[src/common/decode_pkg.sv]
package decode_pkg;

        typedef logic [31:0] inst_t;
        typedef logic [4:0]  reg_addr_t;

        localparam reg_addr_t LINK_REG = 5'd31;

        // Major opcodes
        localparam logic [5:0] OPC_SPECIAL = 6'b000000;
        localparam logic [5:0] OPC_COP0    = 6'b010000;
        localparam logic [5:0] OPC_ADDI    = 6'b001000;
        localparam logic [5:0] OPC_ADDIU   = 6'b001001;
        localparam logic [5:0] OPC_SLTI    = 6'b001010;
        localparam logic [5:0] OPC_SLTIU   = 6'b001011;
        localparam logic [5:0] OPC_ANDI    = 6'b001100;
        localparam logic [5:0] OPC_ORI     = 6'b001101;
        localparam logic [5:0] OPC_XORI    = 6'b001110;
        localparam logic [5:0] OPC_LUI     = 6'b001111;
        localparam logic [5:0] OPC_LB      = 6'b100000;
        localparam logic [5:0] OPC_LH      = 6'b100001;
        localparam logic [5:0] OPC_LW      = 6'b100011;
        localparam logic [5:0] OPC_LBU     = 6'b100100;
        localparam logic [5:0] OPC_LHU     = 6'b100101;
        localparam logic [5:0] OPC_SB      = 6'b101000;
        localparam logic [5:0] OPC_SH      = 6'b101001;
        localparam logic [5:0] OPC_SW      = 6'b101011;

        // SPECIAL functs
        localparam logic [5:0] FN_SLL     = 6'b000000;
        localparam logic [5:0] FN_SRL     = 6'b000010;
        localparam logic [5:0] FN_SRA     = 6'b000011;
        localparam logic [5:0] FN_SLLV    = 6'b000100;
        localparam logic [5:0] FN_SRLV    = 6'b000110;
        localparam logic [5:0] FN_SRAV    = 6'b000111;
        localparam logic [5:0] FN_SYSCALL = 6'b001100;
        localparam logic [5:0] FN_BREAK   = 6'b001101;
        localparam logic [5:0] FN_MFHI    = 6'b010000;
        localparam logic [5:0] FN_MTHI    = 6'b010001;
        localparam logic [5:0] FN_MFLO    = 6'b010010;
        localparam logic [5:0] FN_MTLO    = 6'b010011;
        localparam logic [5:0] FN_MULT    = 6'b011000;
        localparam logic [5:0] FN_MULTU   = 6'b011001;
        localparam logic [5:0] FN_DIV     = 6'b011010;
        localparam logic [5:0] FN_DIVU    = 6'b011011;
        localparam logic [5:0] FN_ADD     = 6'b100000;
        localparam logic [5:0] FN_ADDU    = 6'b100001;
        localparam logic [5:0] FN_SUB     = 6'b100010;
        localparam logic [5:0] FN_SUBU    = 6'b100011;
        localparam logic [5:0] FN_AND     = 6'b100100;
        localparam logic [5:0] FN_OR      = 6'b100101;
        localparam logic [5:0] FN_XOR     = 6'b100110;
        localparam logic [5:0] FN_NOR     = 6'b100111;
        localparam logic [5:0] FN_SLT     = 6'b101010;
        localparam logic [5:0] FN_SLTU    = 6'b101011;

        // Coprocessor 0
        localparam inst_t      ERET_WORD = 32'h4200_0018;
        localparam logic [4:0] COP0_MF   = 5'b00000;
        localparam logic [4:0] COP0_MT   = 5'b00100;
        localparam logic [5:0] FN_TLBP   = 6'b001000;
        localparam logic [5:0] FN_TLBR   = 6'b000001;
        localparam logic [5:0] FN_TLBWI  = 6'b000010;
        localparam logic [5:0] FN_TLBWR  = 6'b000110;

        typedef enum logic [5:0] {
                ALU_ADD, ALU_ADDU, ALU_SUB, ALU_SUBU, ALU_SLT, ALU_SLTU,
                ALU_DIV, ALU_DIVU, ALU_MULT, ALU_MULTU, ALU_AND, ALU_OR,
                ALU_XOR, ALU_NOR, ALU_LUI, ALU_SLL, ALU_SRL, ALU_SRA,
                ALU_MFHI, ALU_MFLO, ALU_MTHI, ALU_MTLO, ALU_BREK, ALU_SYSC,
                ALU_ERET, ALU_MFC0, ALU_MTC0, ALU_TLBP, ALU_TLBR, ALU_TLBWI,
                ALU_TLBWR, ALU_OUTA
        } alu_op_e;

        typedef enum logic [1:0] {SRC_REG, SRC_IMM, SRC_SFT, SRC_PCA} alu_src_e;
        typedef enum logic {SIGN_EXT = 1'b0, ZERO_EXT = 1'b1} ext_e;
        typedef enum logic [1:0] {MEM_NOOP, MEM_LOAD, MEM_STOR} mem_type_e;
        typedef enum logic [2:0] {SZ_BYTE, SZ_HALF, SZ_FULL} mem_size_e;

        typedef struct packed {
                inst_t instruction;
                logic  is_branch;
                logic  is_branch_al;
        } fetch_t;

        typedef struct packed {
                logic      undefined_inst;
                logic      priv_inst;
                alu_op_e   alu_op;
                alu_src_e  alu_src;
                ext_e      alu_imm_src;
                mem_type_e mem_type;
                mem_size_e mem_size;
                reg_addr_t wb_reg_dest;
                logic      wb_reg_en;
                ext_e      unsigned_flag; // Load extension in MEM
        } ctrl_t;

        // Harmless word, no side effects in any stage
        localparam ctrl_t CTRL_NEUTRAL = '{
                undefined_inst: 1'b0,
                priv_inst:      1'b0,
                alu_op:         ALU_ADDU,
                alu_src:        SRC_REG,
                alu_imm_src:    SIGN_EXT,
                mem_type:       MEM_NOOP,
                mem_size:       SZ_FULL,
                wb_reg_dest:    5'd0,
                wb_reg_en:      1'b0,
                unsigned_flag:  SIGN_EXT
        };

endpackage

[src/verilog/pipe_stage.sv]
module pipe_stage #(
        parameter type payload_t = logic
) (
        input  logic     clk,
        input  logic     rst_n,

        input  logic     in_req,
        output logic     in_ack,
        input  payload_t in_data,

        output logic     out_req,
        input  logic     out_ack,
        output payload_t out_data
);

        logic     full;
        logic     capture;
        payload_t data_q;

        // Empty, request seen and previous input handshake closed
        assign capture = !full && in_req && !in_ack;

        always_ff @(posedge clk or negedge rst_n) begin
                if (!rst_n) begin
                        full    <= 1'b0;
                        in_ack  <= 1'b0;
                        out_req <= 1'b0;
                end else begin
                        if (capture) begin
                                full    <= 1'b1;
                                in_ack  <= 1'b1;
                                out_req <= 1'b1;
                        end

                        if (in_ack && !in_req)
                                in_ack <= 1'b0;

                        if (out_req && out_ack)
                                out_req <= 1'b0; // Consumer took it

                        // Output handshake fully returned to zero
                        if (full && !out_req && !out_ack)
                                full <= 1'b0;
                end
        end

        always_ff @(posedge clk) begin
                if (capture)
                        data_q <= in_data;
        end

        assign out_data = data_q;

endmodule

[src/decoder/alu_decode.sv]
module alu_decode import decode_pkg::*; (
        input  logic [5:0] opcode,
        input  logic [5:0] funct,
        input  reg_addr_t  rt,
        input  reg_addr_t  rd,
        output logic       hit,
        output ctrl_t      ctrl
);

        always_comb begin
                ctrl               = CTRL_NEUTRAL;
                ctrl.unsigned_flag = ZERO_EXT;
                ctrl.wb_reg_en     = 1'b1;
                hit                = 1'b1;

                if (opcode == OPC_SPECIAL) begin
                        ctrl.wb_reg_dest = rd;
                        case (funct)
                                FN_ADD:   ctrl.alu_op = ALU_ADD;
                                FN_ADDU:  ctrl.alu_op = ALU_ADDU;
                                FN_SUB:   ctrl.alu_op = ALU_SUB;
                                FN_SUBU:  ctrl.alu_op = ALU_SUBU;
                                FN_SLT:   ctrl.alu_op = ALU_SLT;
                                FN_SLTU:  ctrl.alu_op = ALU_SLTU;
                                FN_AND:   ctrl.alu_op = ALU_AND;
                                FN_OR:    ctrl.alu_op = ALU_OR;
                                FN_XOR:   ctrl.alu_op = ALU_XOR;
                                FN_NOR:   ctrl.alu_op = ALU_NOR;
                                FN_SLL:   ctrl.alu_op = ALU_SLL;
                                FN_SRL:   ctrl.alu_op = ALU_SRL;
                                FN_SRA:   ctrl.alu_op = ALU_SRA;
                                FN_SLLV:  ctrl.alu_op = ALU_SLL;
                                FN_SRLV:  ctrl.alu_op = ALU_SRL;
                                FN_SRAV:  ctrl.alu_op = ALU_SRA;
                                FN_MULT:  ctrl.alu_op = ALU_MULT;
                                FN_MULTU: ctrl.alu_op = ALU_MULTU;
                                FN_DIV:   ctrl.alu_op = ALU_DIV;
                                FN_DIVU:  ctrl.alu_op = ALU_DIVU;
                                FN_MFHI:  ctrl.alu_op = ALU_MFHI;
                                FN_MFLO:  ctrl.alu_op = ALU_MFLO;
                                FN_MTHI:  ctrl.alu_op = ALU_MTHI;
                                FN_MTLO:  ctrl.alu_op = ALU_MTLO;
                                default:  hit = 1'b0; // BREAK, SYSCALL and unknown
                        endcase

                        // Shift amount comes from the shamt field
                        if (funct inside {FN_SLL, FN_SRL, FN_SRA})
                                ctrl.alu_src = SRC_SFT;

                        // Results land in HI/LO, not the register file
                        if (funct inside {FN_MULT, FN_MULTU, FN_DIV, FN_DIVU,
                                          FN_MTHI, FN_MTLO})
                                ctrl.wb_reg_en = 1'b0;
                end else begin
                        ctrl.alu_src     = SRC_IMM;
                        ctrl.wb_reg_dest = rt;
                        case (opcode)
                                OPC_ADDI:  ctrl.alu_op = ALU_ADD;
                                OPC_ADDIU: ctrl.alu_op = ALU_ADDU;
                                OPC_SLTI:  ctrl.alu_op = ALU_SLT;
                                OPC_SLTIU: ctrl.alu_op = ALU_SLTU;
                                OPC_ANDI:  ctrl.alu_op = ALU_AND;
                                OPC_ORI:   ctrl.alu_op = ALU_OR;
                                OPC_XORI:  ctrl.alu_op = ALU_XOR;
                                OPC_LUI:   ctrl.alu_op = ALU_LUI;
                                default:   hit = 1'b0;
                        endcase

                        // Logical immediates are zero extended
                        if (opcode inside {OPC_ANDI, OPC_ORI, OPC_XORI, OPC_LUI})
                                ctrl.alu_imm_src = ZERO_EXT;
                end
        end

endmodule

[src/decoder/mem_decode.sv]
module mem_decode import decode_pkg::*; (
        input  logic [5:0] opcode,
        input  reg_addr_t  rt,
        output logic       hit,
        output ctrl_t      ctrl
);

        always_comb begin
                ctrl             = CTRL_NEUTRAL; // Address is rs + sign extended offset
                ctrl.alu_src     = SRC_IMM;
                ctrl.wb_reg_dest = rt;
                ctrl.mem_type    = opcode[3] ? MEM_STOR : MEM_LOAD; // 101xxx are stores
                ctrl.wb_reg_en   = !opcode[3];
                hit              = 1'b1;

                case (opcode)
                        OPC_LB, OPC_SB: begin
                                ctrl.mem_size      = SZ_BYTE;
                                ctrl.unsigned_flag = SIGN_EXT;
                        end
                        OPC_LBU: begin
                                ctrl.mem_size      = SZ_BYTE;
                                ctrl.unsigned_flag = ZERO_EXT;
                        end
                        OPC_LH, OPC_SH: begin
                                ctrl.mem_size      = SZ_HALF;
                                ctrl.unsigned_flag = SIGN_EXT;
                        end
                        OPC_LHU: begin
                                ctrl.mem_size      = SZ_HALF;
                                ctrl.unsigned_flag = ZERO_EXT;
                        end
                        OPC_LW, OPC_SW: begin
                                ctrl.mem_size      = SZ_FULL;
                                ctrl.unsigned_flag = ZERO_EXT;
                        end
                        default: begin
                                hit = 1'b0;
                        end
                endcase
        end

endmodule

[src/decoder/priv_decode.sv]
module priv_decode import decode_pkg::*; (
        input  inst_t instruction,
        output logic  hit,
        output ctrl_t ctrl
);

        logic [5:0] opcode;
        logic [5:0] funct;
        logic [4:0] rs;
        reg_addr_t  rt;
        logic       tlb_op;

        assign opcode = instruction[31:26];
        assign funct  = instruction[5:0];
        assign rs     = instruction[25:21];
        assign rt     = instruction[20:16];
        assign tlb_op = instruction[25]; // CO bit

        always_comb begin
                ctrl               = CTRL_NEUTRAL;
                ctrl.priv_inst     = 1'b1;
                ctrl.wb_reg_dest   = rt;
                ctrl.unsigned_flag = ZERO_EXT;
                hit                = 1'b1;

                if (opcode == OPC_SPECIAL && funct == FN_BREAK) begin
                        ctrl.alu_op = ALU_BREK;
                end else if (opcode == OPC_SPECIAL && funct == FN_SYSCALL) begin
                        ctrl.alu_op = ALU_SYSC;
                end else if (opcode == OPC_COP0) begin
                        if (instruction == ERET_WORD) begin
                                ctrl.alu_op = ALU_ERET;
                        end else if (rs == COP0_MF) begin
                                ctrl.alu_op    = ALU_MFC0;
                                ctrl.wb_reg_en = 1'b1;
                        end else if (rs == COP0_MT) begin
                                ctrl.alu_op = ALU_MTC0;
                        end else if (tlb_op && funct == FN_TLBP) begin
                                ctrl.alu_op = ALU_TLBP;
                        end else if (tlb_op && funct == FN_TLBR) begin
                                ctrl.alu_op = ALU_TLBR;
                        end else if (tlb_op && funct == FN_TLBWI) begin
                                ctrl.alu_op = ALU_TLBWI;
                        end else if (tlb_op && funct == FN_TLBWR) begin
                                ctrl.alu_op = ALU_TLBWR;
                        end else begin
                                // Still a COP0 word, so it stays privileged
                                ctrl                = CTRL_NEUTRAL;
                                ctrl.priv_inst      = 1'b1;
                                ctrl.undefined_inst = 1'b1;
                        end
                end else begin
                        hit = 1'b0;
                end
        end

endmodule

[src/decoder/decode_core.sv]
module decode_core import decode_pkg::*; (
        input  fetch_t fetch,
        output ctrl_t  ctrl
);

        logic [5:0] opcode;
        logic [5:0] funct;
        reg_addr_t  rt;
        reg_addr_t  rd;

        logic       alu_hit;
        logic       mem_hit;
        logic       priv_hit;
        ctrl_t      alu_ctrl;
        ctrl_t      mem_ctrl;
        ctrl_t      priv_ctrl;

        assign opcode = fetch.instruction[31:26];
        assign rt     = fetch.instruction[20:16];
        assign rd     = fetch.instruction[15:11];
        assign funct  = fetch.instruction[5:0];

        alu_decode u_alu (
                .opcode (opcode),
                .funct  (funct),
                .rt     (rt),
                .rd     (rd),
                .hit    (alu_hit),
                .ctrl   (alu_ctrl)
        );

        mem_decode u_mem (
                .opcode (opcode),
                .rt     (rt),
                .hit    (mem_hit),
                .ctrl   (mem_ctrl)
        );

        priv_decode u_priv (
                .instruction (fetch.instruction),
                .hit         (priv_hit),
                .ctrl        (priv_ctrl)
        );

        // Claims are disjoint, so the order here is arbitrary
        always_comb begin
                ctrl = CTRL_NEUTRAL;
                if (alu_hit) begin
                        ctrl = alu_ctrl;
                end else if (mem_hit) begin
                        ctrl = mem_ctrl;
                end else if (priv_hit) begin
                        ctrl = priv_ctrl;
                end else if (fetch.is_branch && fetch.is_branch_al) begin
                        ctrl.alu_op        = ALU_OUTA; // Return address to r31
                        ctrl.alu_src       = SRC_PCA;
                        ctrl.wb_reg_dest   = LINK_REG;
                        ctrl.wb_reg_en     = 1'b1;
                        ctrl.unsigned_flag = ZERO_EXT;
                end else begin
                        ctrl.undefined_inst = !fetch.is_branch; // Plain branches are legal
                end
        end

endmodule

[src/verilog/decode_top.sv]
module decode_top import decode_pkg::*; (
        input  logic  clk,
        input  logic  rst_n,

        input  logic  in_req,
        input  inst_t instruction,
        input  logic  is_branch,
        input  logic  is_branch_al,
        output logic  in_ack,

        output logic  out_req,
        input  logic  out_ack,
        output ctrl_t ctrl
);

        fetch_t fetch_in;
        fetch_t fetch_q;
        ctrl_t  ctrl_d;
        logic   mid_req;
        logic   mid_ack;

        assign fetch_in = {instruction, is_branch, is_branch_al};

        pipe_stage #(
                .payload_t (fetch_t)
        ) u_capture (
                .clk      (clk),
                .rst_n    (rst_n),
                .in_req   (in_req),
                .in_ack   (in_ack),
                .in_data  (fetch_in),
                .out_req  (mid_req),
                .out_ack  (mid_ack),
                .out_data (fetch_q)
        );

        decode_core u_core (
                .fetch (fetch_q),
                .ctrl  (ctrl_d)
        );

        pipe_stage #(
                .payload_t (ctrl_t)
        ) u_result (
                .clk      (clk),
                .rst_n    (rst_n),
                .in_req   (mid_req),
                .in_ack   (mid_ack),
                .in_data  (ctrl_d),
                .out_req  (out_req),
                .out_ack  (out_ack),
                .out_data (ctrl)
        );

endmodule

[config.mk]
export PLATFORM = sky130hd
export DESIGN_NAME = decode_top
export DESIGN_NICKNAME = d
export VERILOG_FILES = /design/src/common/decode_pkg.sv /design/src/verilog/pipe_stage.sv /design/src/decoder/alu_decode.sv /design/src/decoder/mem_decode.sv /design/src/decoder/priv_decode.sv /design/src/decoder/decode_core.sv /design/src/verilog/decode_top.sv
export SDC_FILE = /design/constraint.sdc
export NUM_CORES = 1
export LEC_CHECK = 0
export ABC_AREA = 1
export CORE_MARGIN = 5
export CORE_UTILIZATION = 50
export DETAILED_ROUTE_END_ITERATION = 10
export DONT_BUFFER_PORTS = 1
export PLACE_DENSITY_LB_ADDON = 0.2
export RECOVER_POWER = 50
export SYNTH_ARGS = -nofsm -noshare
export SYNTH_HDL_FRONTEND = slang
export SYNTH_SLANG_ARGS = --single-unit
[constraint.sdc]
create_clock -name clk -period 3.4 [get_ports clk]
set_input_delay 1.02 -clock clk [delete_from_list [all_inputs] [get_ports clk]]
set_output_delay 1.02 -clock clk [all_outputs]
set_load 0.02 [all_outputs]
# Word-level counts from Yosys, hierarchy flattened

Index checks and enable logic that the tools add are counted.
W data, S select, Z words.

Bits in registers: 63
Word-level logic and storage cells: 184

Eq/ne operators: 46
Multiplexer cells: 66
Bitwise gates (word level): 1
Reduce and logical (&&, ||, !) cells: 52

Operator list:

| cell                   | count |
|---|---|
| $eq A6 B6 Y1 const B   | 18 |
| $mux W15               | 7 |
| $pmux W5 S20           | 1 |
| $eq A6 B4 Y1 const B   | 11 |
| $eq A6 B5 Y1 const B   | 9 |
| $mux W21               | 2 |
| $mux W5                | 8 |
| $eq A32 B31 Y1 const B | 1 |
| $mux W7                | 4 |
| $pmux W4 S7            | 1 |
| $mux W1                | 24 |
| $reduce_or A24 Y1      | 1 |
| $mux W23               | 1 |
| $mux W2                | 11 |
| $logic_and A1 B1 Y1    | 19 |
| $eq A6 B3 Y1 const B   | 3 |
| $mux W6                | 3 |
| $mux W8                | 2 |
| $reduce_or A8 Y1       | 2 |
| $mux W13               | 1 |
| $eq A6 B2 Y1 const B   | 2 |
| $logic_not A6 Y1       | 2 |
| $reduce_bool A2 Y1     | 6 |
| $logic_not A1 Y1       | 10 |
| other kinds (11)       | 16 |

# Longest topological paths before layout

Word-level depth: 15
Mapped depth: 15
Mapped depth without buffers: 14

# Modules after synthesis

A second synthesis with hierarchy kept.

Cells, all modules: 524
Area, all modules: 4028.9 µm²

By module, submodules not included:

| module                 | times used | cells an instance | area each (µm²) |
|---|---|---|---|
| pipe_stage (u_capture) | 1          | 49                | 1147.4 |
| pipe_stage (u_result)  | 1          | 38                | 817.0 |
| decode_core            | 1          | 143               | 664.4 |
| priv_decode            | 1          | 123               | 584.3 |
| alu_decode             | 1          | 123               | 539.3 |
| mem_decode             | 1          | 48                | 276.5 |

# Least setup slack after synthesis

Ideal clock, no wire load.

Path kind: input -> register
Start: input port in_req
End: register u_capture.data_q, in the netlist u_capture.out_data[0] (enable)
Arrival time: 3.477 ns
Setup slack: -0.549 ns
Stages on the path: 2
Path buffers: 0
Cells stage by stage: inv_1 nor3_1

Longest elaborated chain between the ends: 2

RTL lines:

| what                             | line             | RTL |
|---|---|---|
| start, declared                  | decode_top.sv:5  | `input logic in_req,` |
| $logic_and A1 B1 Y1 (2 in a row) | pipe_stage.sv:21 | `assign capture = !full && in_req && !in_ack;` |
| via u_capture.capture            | pipe_stage.sv:17 | `logic capture;` |
| end signal, assigned             | pipe_stage.sv:49 | `data_q <= in_data;` |
| end, declared                    | pipe_stage.sv:18 | `payload_t data_q;` |

The timed path passes the listed nets, and every way through them passes these cells.
A chain may end at the register's enable or synchronous reset.

# Worst setup path in the final report

Start: input port in_req
End: register u_capture.data_q, in the netlist u_capture.out_data[23] (enable)

Same word-level chain as after synthesis.

==> tab_implementation.tex <==
\begin{tabular}{lr}
\hline
Metric & Value \\
\hline
\multicolumn{2}{l}{\textbf{Clock network}} \\
\quad Count of hold buffers inserted by post-cts repair & 0 \\
\quad CTS H-tree lvls & 3 \\
\quad Number of post-CTS setup repair buffers & 0 \\
\quad Number of clock sinks seen by CTS & 61 \\
\quad Number of buffers created by CTS & 9 \\
\quad Clock tree from TritonCTS & yes \\
\quad CTS resizes & 0 \\
\quad Maximum number of buffers from clock root to sink & 2 \\
\quad Clock Tree Root & sky130\_fd\_sc\_hd\_\_clkbuf\_8 \\
\quad Clock-pin slew on the worst setup and hold paths & 0.07 ns \\
\quad Latest clock arrival within the worst-skew pair & 0.34 ns \\
\multicolumn{2}{l}{\textbf{Route}} \\
\quad Detailed Route Iter0 Violations & 239 \\
\quad Drt via density & 5.45 \\
\quad Antenna-violating nets left & 0 \\
\quad DR DRC count & 0 \\
\quad First-pass iteration count of the detailed router & 5 \\
\quad Total Routed Length & 6650 microns \\
\quad Wire length per cell & 15.5 microns \\
\quad Vias & 2343 \\
\multicolumn{2}{l}{\textbf{Timing}} \\
\quad Unrepaired setup endpoints after global routing & no \\
\quad Worst clock skew & 0.00993 ns \\
\quad Setup TNS Final & 0 ns \\
\quad Final period util & 75.6\% \\
\quad Tmin final & 2.57 ns \\
\quad Worst slew margin relative to its limit & -21.5\% \\
\quad Max Transition Viols Final & 37 \\
\quad Transition time of the tightest slew-check pin & 1.82 ns \\
\quad Max Clock Freq & 389 MHz \\
\quad Setup Viol. Count Final & 0 \\
\quad Final hold viol count & 0 \\
\multicolumn{2}{l}{\textbf{Setup path}} \\
\quad Number of cells on the worst reg-to-reg path & 2 \\
\quad Startpoint kind of the worst setup timing path & input pin \\
\quad Type of the worst setup path & input pin to register \\
\quad Largest fanout on the critical path & 36 \\
\quad CP required & 3.33 ns \\
\quad Max incr delay on CP & 1.33 ns \\
\quad Cell at the slowest stage of the critical path & sky130\_fd\_sc\_hd\_\_clkbuf\_1 \\
\quad Arr. time, crit path & 2.50 ns \\
\quad Kind of end point of the critical path & register \\
\quad Cell Chain, Critical Path & inv\_1 -> nor3\_4 -> clkbuf\_1 \\
\multicolumn{2}{l}{\textbf{Yosys}} \\
\quad Count of distinct cell types in the synthesized netlist & 33 \\
\quad Cell area after synthesis & 3080 sq um \\
\quad Flip-flop and latch count after synthesis & 61 \\
\quad Part of the Yosys area used for sequential elements & 58.5\% \\
\quad Synthesized area per cell & 9.06 sq um \\
\quad Number of cells produced by synthesis & 340 \\
\quad Total number of yosys warnings & 0 \\
\multicolumn{2}{l}{\textbf{Global route}} \\
\quad Largest net degree at the start of global routing & 37 \\
\quad Vias in the first global route & 2192 \\
\quad GRT Util Overall & 17.9\% \\
\quad GRT overflow & 0 \\
\quad Global-route wire length before repair & 10500 microns \\
\quad Antenna violations before repair & 0 \\
\multicolumn{2}{l}{\textbf{Min path}} \\
\quad Worst Hold Class & input pin to asynchronous set/reset pin \\
\multicolumn{2}{l}{\textbf{Power and ir drop}} \\
\quad IR drop worst, VDD & 523 uV \\
\quad Total power divided by cell area & 750 nW/um\^{}2 \\
\quad Leakage component of the power & 1.41 nW \\
\multicolumn{2}{l}{\textbf{Floorplan}} \\
\quad Die span in y & 88.5 microns \\
\quad Die area & 7830 sq um \\
\quad Starting density of the core & 51.7\% \\
\quad Number of top-level design ports & 63 \\
\quad Std cell rows & 28 \\
\quad Area of the placeable core & 5960 sq um \\
\quad Die Wd & 88.5 microns \\
\multicolumn{2}{l}{\textbf{Outcome}} \\
\quad Violated checks & capacitance limit, slew limit \\
\quad Run status & complete, but fails checks \\
\multicolumn{2}{l}{\textbf{Job}} \\
\quad \# Max-Cap Violations & 1 \\
\multicolumn{2}{l}{\textbf{Placement}} \\
\quad Number of buffers added on ports & 0 \\
\quad Final weighted congestion in routability-driven placement & 0.901 \\
\quad Dpl cell area & 3180 sq um \\
\quad Placed wire-length estimate & 5120 microns \\
\multicolumn{2}{l}{\textbf{Final layout}} \\
\quad Layout cell share with drive strength beyond 1 & 10.7\% \\
\quad Total Nets Final & 388 \\
\quad Synthesis-to-finish area growth & 10.0\% \\
\quad Cell area after layout & 3390 sq um \\
\quad Number of diodes added for antenna fixing & 0 \\
\hline
\end{tabular}
## Yosys cell counts
cell                        instances  area share [%]
sky130_fd_sc_hd__nor2_4             3             1.1
sky130_fd_sc_hd__or2_2              1            0.20
sky130_fd_sc_hd__nand2_1           89              11
sky130_fd_sc_hd__buf_4              2            0.49
sky130_fd_sc_hd__a21oi_1            5            0.81
sky130_fd_sc_hd__dfrtp_1            6             4.9
sky130_fd_sc_hd__o21ai_1            2            0.32
sky130_fd_sc_hd__nor4_1             3            0.61
sky130_fd_sc_hd__edfxtp_1          55              54
sky130_fd_sc_hd__nand3_2            3            0.97
sky130_fd_sc_hd__a22oi_1            2            0.49
sky130_fd_sc_hd__and3_1             1            0.20
sky130_fd_sc_hd__nor3_1             8             1.3
sky130_fd_sc_hd__o211ai_1           2            0.49
sky130_fd_sc_hd__o21ai_0           16             2.6
sky130_fd_sc_hd__buf_6              1            0.37
sky130_fd_sc_hd__nand3_1           30             4.9
sky130_fd_sc_hd__nor2_1            43             5.2
sky130_fd_sc_hd__nand2_2            2            0.41
sky130_fd_sc_hd__nand4_1            7             1.4
sky130_fd_sc_hd__inv_1             38             4.6
sky130_fd_sc_hd__nor2_2             4            0.81
sky130_fd_sc_hd__and2_1             1            0.20
sky130_fd_sc_hd__o21ai_2            1            0.28
sky130_fd_sc_hd__clkbuf_1           1            0.12
sky130_fd_sc_hd__conb_1             1            0.12
sky130_fd_sc_hd__o2111ai_1          1            0.28
sky130_fd_sc_hd__a211o_2            1            0.32
sky130_fd_sc_hd__inv_2              5            0.61
sky130_fd_sc_hd__clkinv_1           2            0.24
sky130_fd_sc_hd__nand2_4            1            0.37
sky130_fd_sc_hd__o21a_1             2            0.49
sky130_fd_sc_hd__mux2i_1            1            0.32
## metal layers
layer  vias up  GRT usage [%]  share of wire, %  wire length [microns]
met5         -              0                 0                      0
met4         0           6.87               1.6                    104
met3        10           5.31               6.8                    450
met2       101           27.4                47                   3120
met1      1069           24.1                45                   2970
li1       1163              -                 -                      -
## cell usage in the layout, fill, tap and decap left out, drive strengths merged
master    Yosys  layout
clkinvlp      0       1
o211ai        2       2
a21oi         5       5
edfxtp       55      55
clkbuf        1      11
a211o         1       1
inv          43      44
nand2        92      92
o21ai        19      19
bufinv        0       2
o21a          2       2
clkinv        2       5
nor2         50      50
and2          1       1
or2           1       1
nor3          8       8
nor4          3       3
mux2i         1       1
nand4         7       7
dfrtp         6       6
a22oi         2       2
conb          1       2
nand3        33      33
o2111ai       1       1
and3          1       1
## worst paths after layout
| kind | to | start | slack [ns] |
|---|---|---|---|
| setup / recovery | u_capture.out_data[23]$_DFFE_PP_ | in_req | 0.83 |
| max in group asynchronous | u_result.in_ack$_DFFE_PN0P_ | rst_n | 2.96 |
| setup reg to reg | u_capture.out_data[23]$_DFFE_PP_ | u_capture.in_ack$_DFFE_PN0P_ | 0.97 |
| min in group clk | u_result.in_ack$_DFFE_PN0P_ | u_result.in_ack$_DFFE_PN0P_ | 0.54 |
| hold reg to reg | u_result.in_ack$_DFFE_PN0P_ | u_result.in_ack$_DFFE_PN0P_ | 0.54 |
| hold / removal | u_capture.out_req$_DFFE_PN0P_ | rst_n | 0.37 |
## metrics by stage
stage / std cells / total power, mW / worst slack [ns] / utilization (%) / hold slack (ns)
2_1_floorplan: 341 / 1.69 / 0.544 / - / 0.477
3_3_place_gp: 414 / 1.84 / 1.29 / 53.4 / 0.520
3_5_place_dp: 414 / 1.86 / 1.23 / 53.4 / 0.537
4_1_cts: 430 / 2.57 / 1.22 / 57.1 / 0.354
5_1_grt: 430 / 2.69 / 0.593 / 56.9 / 0.345
6_report: 430 / 2.54 / 0.831 / 56.9 / 0.369
## state kept, by name, summed over array words and instances (netlist names)
register	cells
u_result.full	1
u_result.out_data	21
u_capture.out_req	1
u_result.in_ack	1
u_capture.full	1
u_result.out_req	1
u_capture.out_data	34
u_capture.in_ack	1
## where the power goes
group	switching (mW)	internal, mW	total, mW
Sequential	0.244	1.10	1.35
Clock	0.298	0.416	0.714
Combinational	0.350	0.133	0.484
Total	0.893	1.65	2.54
## worst max-delay path, delay by kind of cell
kind,cells,cell delay [ns]
simple gates,1,0.10
buf+inv,2,1.37
## cell type report
cell class | count | area (sq um)
Timing Repair Buffer | 2 | 7.51
Multi-Input combinational cell | 231 | 1100
Fill cell | 532 | 2560
Clock buffer | 9 | 124
Tap cell | 75 | 93.8
Sequential cell | 61 | 1800
Clock inverter | 7 | 98.8
Inverter | 45 | 169
## logic make-up after synthesis
| kind of cell | Yosys count | synth area share [%] |
|---|---|---|
| buf+inv | 49 | 6.46 |
| mux | 1 | 0.325 |
| compound gates | 32 | 6.09 |
| flops | 61 | 58.5 |
| other cells | 1 | 0.122 |
| simple gates | 196 | 28.5 |
Note: power is estimated with default switching activity, not from simulation.
